===== src/corePkg.sv =====
// core widths, data types, opcodes, ALU operations and the instruction word union
`default_nettype none

package corePkg;

  ////////////////////////////////////////////////////////////
  // widths and basic types
  ////////////////////////////////////////////////////////////

  localparam int xlen     = 32;
  localparam int regAddrW = 5;

  typedef logic [xlen-1:0]     word;
  typedef logic [regAddrW-1:0] regAddr;

  localparam word resetVector = 32'h0000_0000;  // first fetch address

  ////////////////////////////////////////////////////////////
  // opcodes and function codes of the supported subset
  ////////////////////////////////////////////////////////////

  localparam logic [6:0] opOp     = 7'b0110011;  // register-register ALU
  localparam logic [6:0] opImm    = 7'b0010011;  // register-immediate ALU
  localparam logic [6:0] opLui    = 7'b0110111;
  localparam logic [6:0] opBranch = 7'b1100011;
  localparam logic [6:0] opJal    = 7'b1101111;

  localparam logic [2:0] f3AddSub = 3'b000;
  localparam logic [2:0] f3Slt    = 3'b010;
  localparam logic [2:0] f3Xor    = 3'b100;
  localparam logic [2:0] f3Or     = 3'b110;
  localparam logic [2:0] f3And    = 3'b111;
  localparam logic [2:0] f3Beq    = 3'b000;
  localparam logic [2:0] f3Bne    = 3'b001;

  // ALU operations
  // passB carries operand B through, used by LUI and the JAL link value
  typedef enum logic [2:0] {
    aluAdd,
    aluSub,
    aluAnd,
    aluOr,
    aluXor,
    aluSlt,
    aluPassB
  } aluOp;

  ////////////////////////////////////////////////////////////
  // instruction word, seen as R-type or as I-type
  ////////////////////////////////////////////////////////////

  typedef struct packed {
    logic [6:0]  funct7;
    regAddr      rs2;
    regAddr      rs1;
    logic [2:0]  funct3;
    regAddr      rd;
    logic [6:0]  opcode;
  } rFields;

  typedef struct packed {
    logic [11:0] imm12;   // sign extended in decode
    regAddr      rs1;
    logic [2:0]  funct3;
    regAddr      rd;
    logic [6:0]  opcode;
  } iFields;

  typedef union packed {
    rFields r;
    iFields i;
  } instrWord;

endpackage

`default_nettype wire


===== src/pipeIf.sv =====
// register read interface and decode/execute pipeline interface
`default_nettype none

// decode asks for two registers, the register file answers in the same cycle
interface regReadIf;
  import corePkg::*;

  regAddr rs1;
  regAddr rs2;
  word    rdata1;
  word    rdata2;

  modport dec  (output rs1, rs2, input  rdata1, rdata2);
  modport regs (input  rs1, rs2, output rdata1, rdata2);
endinterface

// decode/execute pipeline register contents
interface decExIf;
  import corePkg::*;

  logic   valid;
  word    pc;
  aluOp   op;
  regAddr rd;
  logic   regWrite;
  logic   isBranch;
  logic   branchNe;   // BNE when set, BEQ otherwise
  logic   isJump;
  logic   useImm;     // operand B from imm
  word    imm;
  regAddr rs1;        // kept for forwarding
  regAddr rs2;
  word    src1;
  word    src2;

  modport dec (
    output valid, pc, op, rd, regWrite, isBranch, branchNe, isJump, useImm, imm,
    output rs1, rs2, src1, src2
  );
  modport ex (
    input valid, pc, op, rd, regWrite, isBranch, branchNe, isJump, useImm, imm,
    input rs1, rs2, src1, src2
  );
endinterface

`default_nettype wire


===== src/fetchUnit.sv =====
// fetch stage with program counter, stall and redirect handling, fetch/decode register
`default_nettype none

module fetchUnit (
  input  logic         clk,
  input  logic         rstN,
  input  corePkg::word instrF,
  input  logic         instrReady,
  input  logic         redirect,
  input  corePkg::word target,
  output corePkg::word pcF,
  output logic         valid,
  output corePkg::word pc,
  output corePkg::word instr
);
  import corePkg::*;

  logic accept;

  // a redirect edge drops whatever is on the instruction bus
  assign accept = instrReady & ~redirect;

  ////////////////////////////////////////////////////////////
  // program counter
  ////////////////////////////////////////////////////////////

  always_ff @(posedge clk) begin
    if (!rstN) begin
      pcF <= resetVector;
    end else if (redirect) begin
      pcF <= target;              // taken branch or jump
    end else if (instrReady) begin
      pcF <= pcF + 32'd4;
    end
    // otherwise hold until memory is ready
  end

  ////////////////////////////////////////////////////////////
  // fetch/decode register
  ////////////////////////////////////////////////////////////

  always_ff @(posedge clk) begin
    if (!rstN) begin
      valid <= 1'b0;
    end else begin
      valid <= accept;            // bubble on stall or squash
    end
  end

  always_ff @(posedge clk) begin
    if (accept) begin
      pc    <= pcF;
      instr <= instrF;
    end
  end

endmodule

`default_nettype wire


===== src/regFile.sv =====
// integer register file with 31 writable entries and write-through reads
`default_nettype none

module regFile (
  input  logic            clk,
  input  logic            rstN,
  regReadIf.regs          rd,
  input  logic            wrEn,
  input  corePkg::regAddr wrAddr,
  input  corePkg::word    wrData
);
  import corePkg::*;

  word regs [1:31];   // x0 has no storage

  // one read port, x0 reads zero, pending write shows through
  function automatic word readPort(input regAddr addr);
    word value;
    if (addr == '0) begin
      value = '0;
    end else if (wrEn && wrAddr == addr) begin
      value = wrData;
    end else begin
      value = regs[addr];
    end
    return value;
  endfunction

  always_comb begin
    rd.rdata1 = readPort(rd.rs1);
    rd.rdata2 = readPort(rd.rs2);
  end

  ////////////////////////////////////////////////////////////
  // write port
  ////////////////////////////////////////////////////////////

  always_ff @(posedge clk) begin
    if (!rstN) begin
      for (int i = 1; i < 32; i++) begin
        regs[i] <= '0;
      end
    end else if (wrEn && wrAddr != '0) begin
      regs[wrAddr] <= wrData;   // writes to x0 are dropped
    end
  end

endmodule

`default_nettype wire


===== src/decodeUnit.sv =====
// decode stage with control decode, immediate generation, register read, decode/execute register
`default_nettype none

module decodeUnit (
  input  logic         clk,
  input  logic         rstN,
  input  logic         valid,
  input  corePkg::word pc,
  input  corePkg::word instr,
  input  logic         flush,
  regReadIf.dec        rd,
  decExIf.dec          dx
);
  import corePkg::*;

  instrWord iw;
  aluOp     opD;
  logic     regWriteD;
  logic     isBranchD;
  logic     branchNeD;
  logic     isJumpD;
  logic     useImmD;
  word      immD;
  word      immI;
  word      immU;
  word      immB;
  word      immJ;

  assign iw = instr;

  ////////////////////////////////////////////////////////////
  // immediates
  ////////////////////////////////////////////////////////////

  assign immI = {{20{iw.i.imm12[11]}}, iw.i.imm12};
  assign immU = {instr[31:12], 12'b0};
  assign immB = {{20{instr[31]}}, instr[7], instr[30:25], instr[11:8], 1'b0};
  assign immJ = {{12{instr[31]}}, instr[19:12], instr[20], instr[30:21], 1'b0};

  // register operands read straight from the fields
  assign rd.rs1 = iw.r.rs1;
  assign rd.rs2 = iw.r.rs2;

  ////////////////////////////////////////////////////////////
  // control decode
  ////////////////////////////////////////////////////////////

  always_comb begin
    opD       = aluAdd;
    regWriteD = 1'b0;
    isBranchD = 1'b0;
    branchNeD = 1'b0;
    isJumpD   = 1'b0;
    useImmD   = 1'b0;
    immD      = immI;
    case (iw.r.opcode)
      opOp: begin
        regWriteD = 1'b1;
        case (iw.r.funct3)
          f3AddSub: opD = iw.r.funct7[5] ? aluSub : aluAdd;
          f3Slt:    opD = aluSlt;
          f3Xor:    opD = aluXor;
          f3Or:     opD = aluOr;
          f3And:    opD = aluAnd;
          default:  regWriteD = 1'b0;    // outside the subset
        endcase
      end
      opImm: begin
        regWriteD = 1'b1;
        useImmD   = 1'b1;
        case (iw.i.funct3)
          f3AddSub: opD = aluAdd;
          f3Slt:    opD = aluSlt;
          f3Xor:    opD = aluXor;
          f3Or:     opD = aluOr;
          f3And:    opD = aluAnd;
          default:  regWriteD = 1'b0;
        endcase
      end
      opLui: begin
        regWriteD = 1'b1;
        useImmD   = 1'b1;
        opD       = aluPassB;
        immD      = immU;
      end
      opBranch: begin
        isBranchD = (iw.r.funct3 == f3Beq) || (iw.r.funct3 == f3Bne);
        branchNeD = iw.r.funct3 == f3Bne;
        immD      = immB;
      end
      opJal: begin
        regWriteD = 1'b1;
        isJumpD   = 1'b1;
        opD       = aluPassB;   // link value enters as operand B
        immD      = immJ;
      end
      default: ;                 // retires as a no-op
    endcase
  end

  ////////////////////////////////////////////////////////////
  // decode/execute register
  ////////////////////////////////////////////////////////////

  always_ff @(posedge clk) begin
    if (!rstN) begin
      dx.valid    <= 1'b0;
      dx.regWrite <= 1'b0;
      dx.isBranch <= 1'b0;
      dx.isJump   <= 1'b0;
    end else begin
      dx.valid    <= valid & ~flush;   // squash on redirect
      dx.regWrite <= regWriteD;
      dx.isBranch <= isBranchD;
      dx.isJump   <= isJumpD;
    end
  end

  always_ff @(posedge clk) begin
    dx.pc       <= pc;
    dx.op       <= opD;
    dx.rd       <= iw.r.rd;
    dx.branchNe <= branchNeD;
    dx.useImm   <= useImmD;
    dx.imm      <= immD;
    dx.rs1      <= iw.r.rs1;
    dx.rs2      <= iw.r.rs2;
    dx.src1     <= rd.rdata1;
    dx.src2     <= rd.rdata2;
  end

endmodule

`default_nettype wire


===== src/executeUnit.sv =====
// execute stage with forwarding, ALU, branch resolution and the execute/writeback register
`default_nettype none

module executeUnit (
  input  logic            clk,
  input  logic            rstN,
  decExIf.ex              dx,
  output logic            redirect,
  output corePkg::word    target,
  output logic            wrEn,
  output corePkg::regAddr wrAddr,
  output corePkg::word    wrData,
  output corePkg::word    wrPc,
  output logic            wrValid
);
  import corePkg::*;

  word  fwdA;
  word  fwdB;
  word  aluB;
  word  linkPc;
  word  result;
  logic equal;
  logic taken;
  logic writes;

  ////////////////////////////////////////////////////////////
  // operand forwarding from the writeback register
  ////////////////////////////////////////////////////////////

  // wrEn already excludes x0
  assign fwdA = (wrEn && wrAddr == dx.rs1) ? wrData : dx.src1;
  assign fwdB = (wrEn && wrAddr == dx.rs2) ? wrData : dx.src2;

  assign linkPc = dx.pc + 32'd4;

  always_comb begin
    if (dx.isJump) begin
      aluB = linkPc;
    end else if (dx.useImm) begin
      aluB = dx.imm;
    end else begin
      aluB = fwdB;
    end
  end

  ////////////////////////////////////////////////////////////
  // ALU
  ////////////////////////////////////////////////////////////

  always_comb begin
    case (dx.op)
      aluAdd:   result = fwdA + aluB;
      aluSub:   result = fwdA - aluB;
      aluAnd:   result = fwdA & aluB;
      aluOr:    result = fwdA | aluB;
      aluXor:   result = fwdA ^ aluB;
      aluSlt:   result = {31'b0, $signed(fwdA) < $signed(aluB)};
      aluPassB: result = aluB;
      default:  result = '0;
    endcase
  end

  // branch outcome
  // compares register operands, never the immediate
  assign equal    = fwdA == fwdB;
  assign taken    = dx.isJump | (dx.isBranch & (equal ^ dx.branchNe));
  assign redirect = dx.valid & taken;
  assign target   = dx.pc + dx.imm;   // same adder form for B and J offsets

  ////////////////////////////////////////////////////////////
  // execute/writeback register
  ////////////////////////////////////////////////////////////

  assign writes = dx.valid & dx.regWrite & (dx.rd != '0);

  always_ff @(posedge clk) begin
    if (!rstN) begin
      wrValid <= 1'b0;
      wrEn    <= 1'b0;
    end else begin
      wrValid <= dx.valid;
      wrEn    <= writes;
    end
  end

  // no-write retirements report rd and data as zero
  always_ff @(posedge clk) begin
    wrAddr <= writes ? dx.rd : '0;
    wrData <= writes ? result : '0;
    wrPc   <= dx.pc;
  end

endmodule

`default_nettype wire


===== src/rvCore.sv =====
// top level of the four stage core, wiring fetch, decode, register file and execute
`default_nettype none

module rvCore (
  input  logic            clk,
  input  logic            rstN,
  output corePkg::word    pcF,
  input  corePkg::word    instrF,
  input  logic            instrReady,
  output logic            retValid,
  output corePkg::word    retPc,
  output corePkg::regAddr retRd,
  output corePkg::word    retData
);
  import corePkg::*;

  logic redirect;   // also flushes decode
  word  target;
  logic validD;
  word  pcD;
  word  instrD;
  logic wrEn;

  regReadIf regRd ();
  decExIf   decEx ();

  // fetch and fetch/decode register
  fetchUnit fetch (
    .clk, .rstN,
    .instrF, .instrReady, .redirect, .target,
    .pcF, .valid(validD), .pc(pcD), .instr(instrD)
  );

  decodeUnit decode (
    .clk, .rstN,
    .valid(validD), .pc(pcD), .instr(instrD), .flush(redirect),
    .rd(regRd), .dx(decEx)
  );

  // writeback lands here, same signals as the retire port
  regFile rf (
    .clk, .rstN,
    .rd(regRd),
    .wrEn, .wrAddr(retRd), .wrData(retData)
  );

  executeUnit execute (
    .clk, .rstN,
    .dx(decEx),
    .redirect, .target,
    .wrEn, .wrAddr(retRd), .wrData(retData), .wrPc(retPc), .wrValid(retValid)
  );

endmodule

`default_nettype wire


===== config.mk =====
export PLATFORM = sky130hd
export DESIGN_NAME = rvCore
export DESIGN_NICKNAME = d
export VERILOG_FILES = /design/src/corePkg.sv /design/src/pipeIf.sv /design/src/fetchUnit.sv /design/src/regFile.sv /design/src/decodeUnit.sv /design/src/executeUnit.sv /design/src/rvCore.sv
export SDC_FILE = /design/constraint.sdc
export NUM_CORES = 2
export LEC_CHECK = 0
export BUFFER_PORTS_ARGS = -buffer_cell sky130_fd_sc_hd__buf_2
export CAP_MARGIN = 20
export CORE_UTILIZATION = 44
export CTS_BUF_LIST = sky130_fd_sc_hd__clkbuf_16
export DETAILED_ROUTE_END_ITERATION = 6
export RECOVER_POWER = 100
export SYNTH_ARGS = -nofsm -noshare
export SYNTH_HDL_FRONTEND = slang
export SYNTH_SLANG_ARGS = --single-unit

===== constraint.sdc =====
create_clock -name clk -period 6.1 [get_ports clk]
set_input_delay 0.305 -clock clk [delete_from_list [all_inputs] [get_ports clk]]
set_output_delay 0.305 -clock clk [all_outputs]
set_load 0.01 [all_outputs]

==> results.toml <==
[global_routing]
grt_max_degree = 102
gr-total-overflow = 0
track_usage_pct = 28.7
grt_pass1_wl_um = 344000
grt_antenna_before_repair = 9
grt_pass1_vias = 47300

[critical_path]
crit_path_start_kind = "primary input"
endpoint_kind = "flop"
r2r_start = "execute.wrData[30]"
crit_fanout = 33
cpMaxStageDelayCell = "clkbuf_1"
max_stage_delay_ns = 2.36
crit_path_frequent_cell = "buf_4"
criticalPathCategory = "in2reg"
startpoint = "rstN"
worstPathArrival_ns = 6.51
path_cells = "dlygate4sd3_1 -> buf_4 -> clkbuf_1 -> o21ai_1 -> buf_4"
critPathRequiredTime_ns = 6.60

[die]
fp.coreArea_um2 = 165000
rows = 149
die_w_um = 410
dieArea_um2 = 168000
die_h_um = 410
ios = 137
initial_core_util_pct = 44.3

[timing]
finalSetupTns_ns = 0
maxSlewHeadroom_pct = -121
tightest_slew_ns = 3.31
final_hold_viol_count = 0
finClkSkew_ns = 0.0257
min_period_over_period_pct = 98.4
rsz0062_at_grt = "false"
setup_viol = 0
fin_crit_ns = 6.00
slew_viol_final = 2425
fmax_mhz = 167

[synth]
synth.yosys.seq_area_share_pct = 52.0
yosys.cell_types.count = 80
synthCells = 5371
async_reset_ff_share_pct = 0
synth-warning-count = 0
synth_area_per_cell_um2 = 13.6
synth_seq_cells = 1354
netlist_area_um2 = 73100
synth_ff_type = "edfxtp_1"
synth_edf_count = 1088

[final_layout]
design_area_um2 = 81000
area_growth_pct = 10.9
final_cell_mix = "edfxtp_1 (1088), mux4_2 (642), and2_1 (526), and2_0 (414), dfxtp_1 (252)"
layout.cells.most_common = "edfxtp_1"
num-nets-final = 5603
drive_above_1_share_pct = 18.9
utilization_pct = 49.1

[placement]
hpwl_um = 151000
numPortBuffers = 136
placed_area_um2 = 77100
globalplace.congestion = 0.942

[detailed_routing]
drt-wirelength-per-cell_um = 31.3
drt_iter0_drc = 5587
postRouteAntennaNets = 0
drt_first_pass_iters = 7
viasPerCell = 6.18
num_vias = 47800
drcViolationCount = 62
routed_wirelength_um = 242000

[run_status]
status = "finished with violations"
violations = "design-rule violations, max-capacitance violations, max-slew violations"

[clock_tree]
clk_pin_slew_ns = 0.06
cts_tree = "built"
cts_root_buf = "clkbuf_16"
cts_sinks = 1354
cts_made_buffers = 148
h-tree-depth = 4
clk_path_buf_depth = 3
clkLatencyLatePin_ns = 0.82
cts_setup_buffers = 0

[flow_run]
max_cap_violations = 88

[power_and_ir_drop]
peakVddDrop_v = 0.000270
leakage_uw = 0.0290
powerDensity_nw_per_um2 = 293
power_uw = 23700

[worst_hold_path]
hold_start = "instrF[14]"
worst_hold_path_type = "in2reg"
-- registers in the layout (all words and copies together) (netlist names), 3 cells and up, named ones only --
signal,cells
decode.dx.imm,32
decode.dx.op,3
decode.dx.pc,32
decode.dx.rd,5
decode.dx.rs1,5
decode.dx.rs2,5
decode.dx.src1,32
decode.dx.src2,32
execute.wrAddr,5
execute.wrData,32
execute.wrPc,32
fetch.instr,32
fetch.pc,32
fetch.pcF,32
rf.regs,1024
-- cell usage after synthesis (all sizes together), types with 14 or more instances --
cell       n  share of area (%)
edfxtp  1088                 45
and2     941                8.1
mux4     642                 20
clkbuf   404                2.1
dfxtp    266                7.3
nor2     248                1.3
nand2    160               0.83
a21oi    156                1.1
ha       146                2.5
o21ai    129               0.88
inv      124               0.64
mux2i    117                1.6
xnor2    107                1.3
a211oi   105                1.1
nor3      94               0.64
buf       93               0.56
nand3     69               0.47
xor2      62               0.74
a21o      56               0.58
mux2      32               0.50
and3      24               0.21
o21bai    24               0.25
o31ai     24               0.25
a31oi     21               0.18
nor4      19               0.18
or3       16               0.14
nand2b    15               0.13
nand4     15               0.13
nor2b     15               0.13
o22ai     14               0.12
-- what timing repair did --
action,in CTS,in global routing
hold buffers,35,0
setup endpoints to repair,0,4
gates resized for setup,0,3
endpoints found under the hold margin,66,0
-- path summary, 6_finish.rpt --
kind         slack, ns  cells after the start               end
max                0.1                      5    rf.regs[4][13]
min               0.21                      2   fetch.instr[14]
max reg2reg       0.11                     10              flop
min reg2reg       0.34                      0  decode.dx.pc[20]
-- routing by layer --
| layer | track usage, % | vias to the layer above | part of all wire [%] | routed length [um] |
|---|---|---|---|---|
| li1 | - | 20400 | - | - |
| met1 | 38.2 | 24600 | 39 | 94800 |
| met2 | 46.4 | 2320 | 48 | 115000 |
| met4 | 10.6 | 2 | 4.2 | 10200 |
| met3 | 5.93 | 509 | 9.1 | 22000 |
| met5 | 0 | - | 0.0054 | 13 |
-- power breakdown --
group	switching (uW)	internal [uW]	total [uW]	leakage, uW
clock	3920	4780	8700	0.00241
sequential	329	10400	10700	0.0134
combinational	2470	1850	4320	0.0132
total	6720	17000	23700	0.0290
-- stage by stage --
step	hold slack [ns]	setup slack [ns]	cells
after floorplan	0.323	0.811	5402
after global placement	0.323	0.435	7415
after detailed placement	0.327	0.373	7423
after CTS	0.155	0.331	7725
after global routing	0.189	0.0405	7725
final	0.209	0.0974	7726
-- final cells by class --
class	instances	area, um2
well taps	2189	2740
fillers	14300	84000
clock buffers	151	3780
inverters	125	469
repair buffers	364	2070
flip-flops and latches	1354	38000
clock inverters	116	821
multi-input cells	3426	33100
diodes	1	2.50
-- critical path, delay by kind of cell --
family / cells / cell delay (ns)
buf+inv: 4 / 4.02
compound gates: 1 / 2.08
-- logic make-up (layout without fill, tap and decap cells) --
logic type	count (synthesis)	in the layout	synth area share [%]
AOI/OAI and AO/OA	634	634	5.64
adders and majority gates	149	149	2.58
xor gates and xnor gates	169	169	2.03
muxes	791	791	21.9
buffers and inverters	622	756	3.28
other	1	33	0.00513
DFF	1354	1354	52.0
and+or+nand+nor	1651	1651	12.6
Note: power is estimated with default switching activity, not from simulation.
